===== src/hdl/bus_pkg.sv =====
// command bus cycle struct, block position, register addresses and command codes
package bus_pkg;

  // one cycle on the write-only command bus
  typedef struct packed {
    logic [15:0] addr;  // high byte selects the block, low byte the register
    logic [31:0] data;
    logic        cs;
    logic        wr;
  } cmd_bus_t;

  // high address byte owned by the collector
  localparam logic [7:0] collector_position = 8'd242;

  // low address byte of each register
  localparam logic [7:0] addr_new_unit      = 8'd4;  // append a unit position
  localparam logic [7:0] addr_local_command = 8'd5;  // scan control

  // decoded from the low data byte of a command write
  typedef enum logic [7:0] {
    cmd_none  = 8'd0,
    cmd_start = 8'd1,
    cmd_stop  = 8'd2,
    cmd_reset = 8'd5
  } cmd_t;

endpackage


===== src/hdl/sample_pkg.sv =====
// unit table limits, sample and record types, FIFO depth and thresholds
package sample_pkg;

  localparam int max_units = 8;

  typedef logic [$clog2(max_units)-1:0] slot_idx_t;
  typedef logic [7:0]                   unit_pos_t;
  typedef unit_pos_t [max_units-1:0]    unit_table_t;

  localparam unit_pos_t no_unit = 8'd255;  // empty table entry

  typedef logic [31:0] sample_word_t;  // raw word from a unit

  localparam int rec_value_w = 13;  // sample bits kept in a record

  // one FIFO entry, 16 bits
  typedef struct packed {
    slot_idx_t              slot;
    logic [rec_value_w-1:0] value;
  } sample_rec_t;

  localparam int fifo_depth  = 16;
  localparam int fifo_almost = 2;  // free or stored entries below this raise the flags
  localparam int fifo_ptr_w  = $clog2(fifo_depth);
  localparam int fifo_cnt_w  = $clog2(fifo_depth + 1);

endpackage


===== src/hdl/cmd_regs.sv =====
// cmd_regs: bus write decode into the unit table, unit count and pending command
`timescale 1ns/100ps

module cmd_regs (
  input  logic                    clk,
  input  logic                    rst,
  input  bus_pkg::cmd_bus_t       bus,
  input  logic                    consume,
  input  logic                    clear_all,
  output sample_pkg::unit_table_t unit_table,
  output logic [3:0]              num_units,
  output bus_pkg::cmd_t           pending
);

  import bus_pkg::*;
  import sample_pkg::*;

  logic wr_hit;
  logic new_unit_wr;
  logic cmd_wr;
  logic table_full;

  // every qualifying cycle counts as one write
  assign wr_hit      = bus.cs & bus.wr & (bus.addr[15:8] == collector_position);
  assign new_unit_wr = wr_hit & (bus.addr[7:0] == addr_new_unit);
  assign cmd_wr      = wr_hit & (bus.addr[7:0] == addr_local_command);
  assign table_full  = (num_units == 4'(max_units));

  // unit table, filled in write order
  always_ff @(posedge clk) begin
    if (rst || clear_all) begin
      unit_table <= {max_units{no_unit}};
      num_units  <= '0;
    end else if (new_unit_wr && !table_full) begin
      unit_table[slot_idx_t'(num_units)] <= unit_pos_t'(bus.data[7:0]);
      num_units                          <= num_units + 4'd1;
    end
  end

  // last command written, held until the sequencer takes it
  always_ff @(posedge clk) begin
    if (rst) begin
      pending <= cmd_none;
    end else if (consume) begin
      pending <= cmd_none;  // wins over a write in the same cycle
    end else if (cmd_wr) begin
      pending <= cmd_t'(bus.data[7:0]);  // only the low byte is decoded
    end
  end

endmodule


===== src/hdl/scan_sequencer.sv =====
// scan_sequencer: one-hot scan FSM, slot counter, sample pulse and capture strobes
`timescale 1ns/100ps

module scan_sequencer (
  input  logic                  clk,
  input  logic                  rst,
  input  bus_pkg::cmd_t         pending,
  input  logic [3:0]            num_units,
  output logic                  consume,
  output logic                  clear_all,
  output logic                  output_sample,
  output logic                  capture,
  output logic                  judge,
  output sample_pkg::slot_idx_t cur_slot
);

  import bus_pkg::*;

  typedef enum logic [4:0] {
    idle       = 5'b00001,
    fetch      = 5'b00010,  // unit told to present data
    fetch_wait = 5'b00100,  // unit settling
    store      = 5'b01000,  // sample_data taken at the end of this state
    increment  = 5'b10000   // change check and slot step
  } state_t;

  state_t state;
  state_t next_state;
  logic   start_hit;
  logic   halt_hit;
  logic   last_slot;

  // start with an empty table is swallowed in idle
  assign start_hit = (state == idle) && (pending == cmd_start) && (num_units != 4'd0);
  // stop and reset only take effect at a slot boundary
  assign halt_hit  = (state == increment) && ((pending == cmd_stop) || (pending == cmd_reset));

  // idle drains any command, unknown codes included
  assign consume   = ((state == idle) && (pending != cmd_none)) || halt_hit;
  assign last_slot = ({1'b0, cur_slot} == (num_units - 4'd1));

  always_comb begin
    next_state = state;
    case (state)
      idle: begin
        if (start_hit) begin
          next_state = fetch;
        end
      end
      fetch:      next_state = fetch_wait;
      fetch_wait: next_state = store;
      store:      next_state = increment;
      increment:  next_state = halt_hit ? idle : fetch;
      default:    next_state = idle;  // recover from a broken one-hot code
    endcase
  end

  always_ff @(posedge clk) begin
    if (rst) begin
      state     <= idle;
      clear_all <= 1'b0;
      cur_slot  <= '0;
    end else begin
      state     <= next_state;
      clear_all <= consume && (pending == cmd_reset);  // one cycle after the reset command
      if (clear_all || start_hit) begin
        cur_slot <= '0;
      end else if (state == increment) begin
        cur_slot <= last_slot ? '0 : cur_slot + 3'd1;  // round robin over registered units
      end
    end
  end

  assign output_sample = (state == fetch) || (state == fetch_wait);
  assign capture       = (state == store);
  assign judge         = (state == increment);

endmodule


===== src/hdl/change_filter.sv =====
// change_filter: per-slot capture and history registers, FIFO write on changed samples
`timescale 1ns/100ps

module change_filter (
  input  logic                     clk,
  input  logic                     rst,
  input  logic                     clear_all,
  input  logic                     capture,
  input  logic                     judge,
  input  sample_pkg::slot_idx_t    cur_slot,
  input  sample_pkg::sample_word_t sample_data,
  input  logic                     fifo_full,
  output logic                     fifo_wr,
  output sample_pkg::sample_rec_t  fifo_din
);

  import sample_pkg::*;

  sample_word_t captured [max_units];  // latest word per slot
  sample_word_t history  [max_units];  // word last sent to the FIFO
  logic         changed;

  always_ff @(posedge clk) begin
    if (capture) begin
      captured[cur_slot] <= sample_data;
    end
  end

  // whole word compared, only the low bits are stored
  assign changed = (captured[cur_slot] != history[cur_slot]);

  // a change meeting a full FIFO is lost, history stays put
  assign fifo_wr = judge & changed & ~fifo_full;

  assign fifo_din = '{
    slot:  cur_slot,
    value: captured[cur_slot][rec_value_w-1:0]
  };

  always_ff @(posedge clk) begin
    if (rst || clear_all) begin
      for (int i = 0; i < max_units; i++) begin
        history[i] <= '0;
      end
    end else if (fifo_wr) begin
      history[cur_slot] <= captured[cur_slot];
    end
  end

endmodule


===== src/hdl/sample_fifo.sv =====
// sample_fifo: synchronous circular-buffer FIFO over a generic payload type
`timescale 1ns/100ps

module sample_fifo #(
  parameter type payload_t = logic [15:0]
) (
  input  logic     clk,
  input  logic     rst,
  input  logic     wr_en,
  input  logic     rd_en,
  input  payload_t din,
  output payload_t dout,
  output logic     empty,
  output logic     almost_empty,
  output logic     full,
  output logic     almost_full
);

  import sample_pkg::*;

  payload_t              mem [fifo_depth];
  logic [fifo_ptr_w-1:0] wr_ptr;
  logic [fifo_ptr_w-1:0] rd_ptr;
  logic [fifo_cnt_w-1:0] count;  // entries stored
  logic                  do_wr;
  logic                  do_rd;

  assign do_wr = wr_en & ~full;   // write into a full buffer is dropped
  assign do_rd = rd_en & ~empty;  // read of an empty buffer is ignored

  always_ff @(posedge clk) begin
    if (do_wr) begin
      mem[wr_ptr] <= din;
    end
  end

  // pointers wrap on their own, depth is a power of two
  always_ff @(posedge clk) begin
    if (rst) begin
      wr_ptr <= '0;
      rd_ptr <= '0;
      count  <= '0;
    end else begin
      if (do_wr) begin
        wr_ptr <= wr_ptr + 1'b1;
      end
      if (do_rd) begin
        rd_ptr <= rd_ptr + 1'b1;
      end
      case ({do_wr, do_rd})
        2'b10:   count <= count + 1'b1;
        2'b01:   count <= count - 1'b1;
        default: count <= count;  // idle, or read and write together
      endcase
    end
  end

  assign dout         = mem[rd_ptr];  // head entry, no read latency
  assign empty        = (count == '0);
  assign full         = (count == fifo_cnt_w'(fifo_depth));
  assign almost_empty = (count < fifo_cnt_w'(fifo_almost));
  assign almost_full  = ((fifo_cnt_w'(fifo_depth) - count) < fifo_cnt_w'(fifo_almost));

endmodule


===== src/hdl/sample_collector.sv =====
// sample_collector: top level tying command registers, scan FSM, change filter and FIFO
`timescale 1ns/100ps

module sample_collector (
  input  logic                     clk,
  input  logic                     rst,
  input  bus_pkg::cmd_bus_t        bus,
  input  sample_pkg::sample_word_t sample_data,
  input  logic                     sample_fifo_rd_en,
  output logic                     output_sample,
  output sample_pkg::unit_pos_t    channel_select,
  output sample_pkg::sample_rec_t  sample_data_out,
  output logic                     sample_fifo_empty,
  output logic                     sample_fifo_almost_empty,
  output logic                     sample_fifo_full,
  output logic                     sample_fifo_almost_full
);

  import bus_pkg::*;
  import sample_pkg::*;

  unit_table_t unit_table;
  logic [3:0]  num_units;
  cmd_t        pending;
  logic        consume;
  logic        clear_all;
  logic        capture;
  logic        judge;
  slot_idx_t   cur_slot;
  logic        fifo_wr;
  sample_rec_t fifo_din;

  cmd_regs u_cmd_regs (
    .clk        (clk),
    .rst        (rst),
    .bus        (bus),
    .consume    (consume),
    .clear_all  (clear_all),
    .unit_table (unit_table),
    .num_units  (num_units),
    .pending    (pending)
  );

  scan_sequencer u_scan_sequencer (
    .clk           (clk),
    .rst           (rst),
    .pending       (pending),
    .num_units     (num_units),
    .consume       (consume),
    .clear_all     (clear_all),
    .output_sample (output_sample),
    .capture       (capture),
    .judge         (judge),
    .cur_slot      (cur_slot)
  );

  assign channel_select = unit_table[cur_slot];  // position of the unit being scanned

  change_filter u_change_filter (
    .clk         (clk),
    .rst         (rst),
    .clear_all   (clear_all),
    .capture     (capture),
    .judge       (judge),
    .cur_slot    (cur_slot),
    .sample_data (sample_data),
    .fifo_full   (sample_fifo_full),
    .fifo_wr     (fifo_wr),
    .fifo_din    (fifo_din)
  );

  sample_fifo #(
    .payload_t (sample_rec_t)
  ) u_sample_fifo (
    .clk          (clk),
    .rst          (rst),
    .wr_en        (fifo_wr),
    .rd_en        (sample_fifo_rd_en),
    .din          (fifo_din),
    .dout         (sample_data_out),
    .empty        (sample_fifo_empty),
    .almost_empty (sample_fifo_almost_empty),
    .full         (sample_fifo_full),
    .almost_full  (sample_fifo_almost_full)
  );

endmodule


===== config.mk =====
export PLATFORM = sky130hd
export DESIGN_NAME = sample_collector
export DESIGN_NICKNAME = d
export VERILOG_FILES = /design/src/hdl/bus_pkg.sv /design/src/hdl/sample_pkg.sv /design/src/hdl/cmd_regs.sv /design/src/hdl/scan_sequencer.sv /design/src/hdl/change_filter.sv /design/src/hdl/sample_fifo.sv /design/src/hdl/sample_collector.sv
export SDC_FILE = /design/constraint.sdc
export NUM_CORES = 1
export LEC_CHECK = 0
export ABC_AREA = 1
export BUFFER_PORTS_ARGS = -buffer_cell sky130_fd_sc_hd__buf_2
export CAP_MARGIN = 5
export CORE_MARGIN = 3
export CORE_UTILIZATION = 54
export DETAILED_ROUTE_END_ITERATION = 8
export PLACE_DENSITY_LB_ADDON = 0.2
export SLEW_MARGIN = 40
export SYNTH_ARGS = -nofsm -noshare
export SYNTH_HDL_FRONTEND = slang
export SYNTH_SLANG_ARGS = --single-unit

===== constraint.sdc =====
create_clock -name clk -period 6.3 [get_ports clk]
set_clock_uncertainty 0.15 [all_clocks]
set_input_delay 1.26 -clock clk [delete_from_list [all_inputs] [get_ports clk]]
set_output_delay 1.26 -clock clk [all_outputs]
set_load 0.005 [all_outputs]

==> summary.md <==
| Metric | Value |
|---|---|
| Largest family of logic cells by synthesized area | `simple AND/OR/NAND/NOR gates` |
| Yosys Warn Count | `0` |
| Dpl cells | `4,817` |
| Initial DRC Count | `2,582` |
| CP most frequent cell | `nand2_1` |
| Gr usage total | `25.5%` |
| Register area share after synthesis | `64.4%` |
| Power per cell area | `291 mW/mm^2` |
| Clock latency at the later pin of the worst-skew pair | `0.64 ns` |
| Largest net degree at the start of global routing | `120` |
| Synth Area in Simple Gates | `19.4%` |
| Largest stage delay on the critical path | `0.70 ns` |
| First-pass GRT wire length | `147,000 um` |
| Hold crit path type | `reg2reg` |
| Worst-path cell chain | `inv_8 > nand2_1 > nand3_1 > nand2_1 > nand2_1 > nand2_1 > nand2_1 > nand2_1 > inv_1 > nand2_1 > nor2_1 > nand2_1 > nor2_1 > nand2_1 > nand2_4 > inv_1 > nand2_1 > nor2_2 > buf_4` |
| Drt drc | `0` |
| PostCTS Resize Cnt | `0` |
| RSZ-0062 raised after global routing | `false` |
| Startpoint Class | `register` |
| Nets | `4,068` |
| Number of global-route vias before repair | `25,976` |
| Mapped Area | `0.0390 mm^2` |
| Post-DP HPWL | `54,000 um` |
| Worst Tran Pin Value | `0.844 ns` |
| Setup violations, final | `0` |
| Port bufs | `89` |
| Async SR Flop Fraction | `0%` |
| Clock root buffer | `clkbuf_16` |
| # H-tree levels | `3` |
| Syn nets | `4,014` |
| Final cell count without fillers | `4,980` |
| CTS tree | `yes` |
| Complex-gate fraction of the synthesized area | `6.71%` |
| Final Hold Fails | `0` |
| Antenna violations before repair | `6` |
| Max-cap violations | `0` |
| Flops & latches, synth | `873` |
| CORE AREA | `0.0709 mm^2` |
| Area growth syn-to-layout | `10.8%` |
| Inserted Clock Buffers | `89` |
| Final Total Pwr | `0.0126 W` |
| Cell Rows | `97` |
| Tmin final | `4.75 ns` |
| Max_slew headroom | `43.6%` |
| Worst Path Max Fanout | `119` |
| Hold buffers post-CTS | `0` |
| Critical Setup Path Class | `reg2reg` |
| RePlAce Congestion | `0.802` |
| Post-CTS Setup Bufs | `0` |
| Vias per Instance | `5.46` |
| I/O pins | `114` |
| Clk slew on worst S/H paths | `0.06 ns` |
| Critical path's slowest cell | `dfxtp_4` |
| CP endpoint kind | `register` |
| Clock buffer depth | `3` |
| Max Slew Vio Count | `0` |
| Adder-cell share of the synthesized area | `0.481%` |
| Synth Instances | `3,914` |
| Routed Antenna Nets | `0` |
| Initial core utilization | `55.1%` |
| Overflow after GRT | `0` |
| Status | `completed` |
| Unique masters post-synth | `39` |
| Die Ht | `275 um` |
| Reg2Reg Setup Slack | `1.55 ns` |
| CP delay by family, top | `simple AND/OR/NAND/NOR gates` |
| Number of synthesized flops with an enable pin | `768` |
| XOR/XNOR Fraction of Synth Area | `0.157%` |
| Die area | `0.0756 mm^2` |
| Pleak | `17.9 nW` |
| Req. time, crit path | `6.47 ns` |
| Ratio of cells with drive above 1 in the final layout | `9.24%` |
| Clk sink count | `873` |
| F_max | `211 MHz` |
| Buf+Inv Stages, Crit Path | `4` |
| Multiplexer area fraction after synthesis | `1.64%` |
| Main area contributors after synthesis | `edfxtp_1 (59%), nand2_1 (11%), dfxtp_1 (5.4%), inv_1 (4.6%), nand3_1 (3.9%)` |
| Die width | `275 um` |
| Detailed-route wire length | `96,300 um` |
| Post-synth top cells | `nand2_1 (1,095), edfxtp_1 (768), inv_1 (476)` |
| Syn avg cell area | `9.98 um^2` |
| Final worst path period share | `75.4%` |
| WL per Instance | `19.3 um` |
| Area leader, netlist | `edfxtp_1` |
| Worst Hold Depth | `1` |
| Cell count along the critical path | `19` |
| Final TNS setup | `0 ns` |
| Vias | `27,209` |
| R2r worst-path depth | `19` |
| Worst vdd ir | `0.000197 V` |
| Main flop type after synthesis | `edfxtp_1` |
| Top-count cell post-synth | `nand2_1` |
| Pre-Repair DR Iteration Count | `5` |
| Share of the synthesized area in the top cell type | `59.1%` |
| Arr. time, crit path | `4.92 ns` |
==> worst register-to-register path, stage by stage, from the launching register on <==
cell and delay (ns):
dfxtp_4 0.70, inv_8 0.43, nand2_1 0.23, nand3_1 0.08
nand2_1 0.17, nand2_1 0.07, nand2_1 0.64, nand2_1 0.11
nand2_1 0.11, inv_1 0.04, nand2_1 0.05, nor2_1 0.04
nand2_1 0.06, nor2_1 0.04, nand2_1 0.17, nand2_4 0.14
inv_1 0.15, nand2_1 0.19, nor2_2 0.47, buf_4 0.37
==> flip-flops by register name, summed over array words and instances, names as in the netlist, 4 cells and up, named ones only <==
name and count:
u_change_filter.captured 256, u_change_filter.history 256, u_cmd_regs.num_units 4, u_cmd_regs.pending 8
u_cmd_regs.unit_table 64, u_sample_fifo.count 5, u_sample_fifo.mem 256, u_sample_fifo.rd_ptr 4
u_sample_fifo.wr_ptr 4, u_scan_sequencer.state 5
==> area by class of cell <==
cell class / count / area (um^2)
diodes: 2 / 5.00
clock buffers: 117 / 2380
clock inverters: 44 / 352
fillers: 5718 / 27600
inverters: 485 / 1830
multi-input cells: 2355 / 11200
flip-flops and latches: 873 / 25200
well taps: 940 / 1180
repair buffers: 164 / 1080
==> path summary, 6_finish.rpt <==
path | from | endpoint
max reg2reg | register | u_sample_fifo.mem[4][9]
min | u_sample_fifo.rd_ptr[3] | u_sample_fifo.rd_ptr[3]
max | register | u_sample_fifo.mem[4][9]
min reg2reg | u_sample_fifo.rd_ptr[3] | u_sample_fifo.rd_ptr[3]
==> routing by layer <==
metal	GRT usage [%]	routed length, um	vias up
li1	-	-	13113
met5	0	0	-
met4	7.00	2000	0
met2	42.9	46200	890
met1	34.7	41000	13056
met3	4.20	7220	150
==> where the power goes <==
group	switching, W	total, W	internal [W]
Sequential	0.0000794	0.00643	0.00635
Clock	0.00216	0.00500	0.00283
Combinational	0.000740	0.00116	0.000420
Total	0.00298	0.0126	0.00960
==> placed cells by master, fill, tap and decap left out, types with 25 or more instances in the layout <==
cell type,count
nor2_1,376
mux2i_1,64
o21ai_0,128
dfxtp_1,97
nand3_1,306
clkbuf_16,91
edfxtp_1,768
clkbuf_1,25
o211ai_1,129
buf_4,69
buf_2,89
a21oi_1,91
nand2_1,1086
inv_1,475
==> metrics by stage <==
stage	cell area (um^2)	util, %	hold slack [ns]	setup slack (ns)
after floorplan	39100	-	0.262	1.52
after global placement	40500	57.1	0.279	1.50
after detailed placement	40500	57.2	0.287	1.58
after CTS	43200	61.0	0.298	1.55
after global routing	43300	61.0	0.331	1.26
final	43300	61.0	0.292	1.55
==> cell families after synthesis <==
logic type	Yosys count
xor+xnor	7
simple gates	1868
mux	64
buf+inv	686
compound gates	401
fa+ha+maj	15
flops	873
No activity file was read; power rests on OpenSTA's default activity.
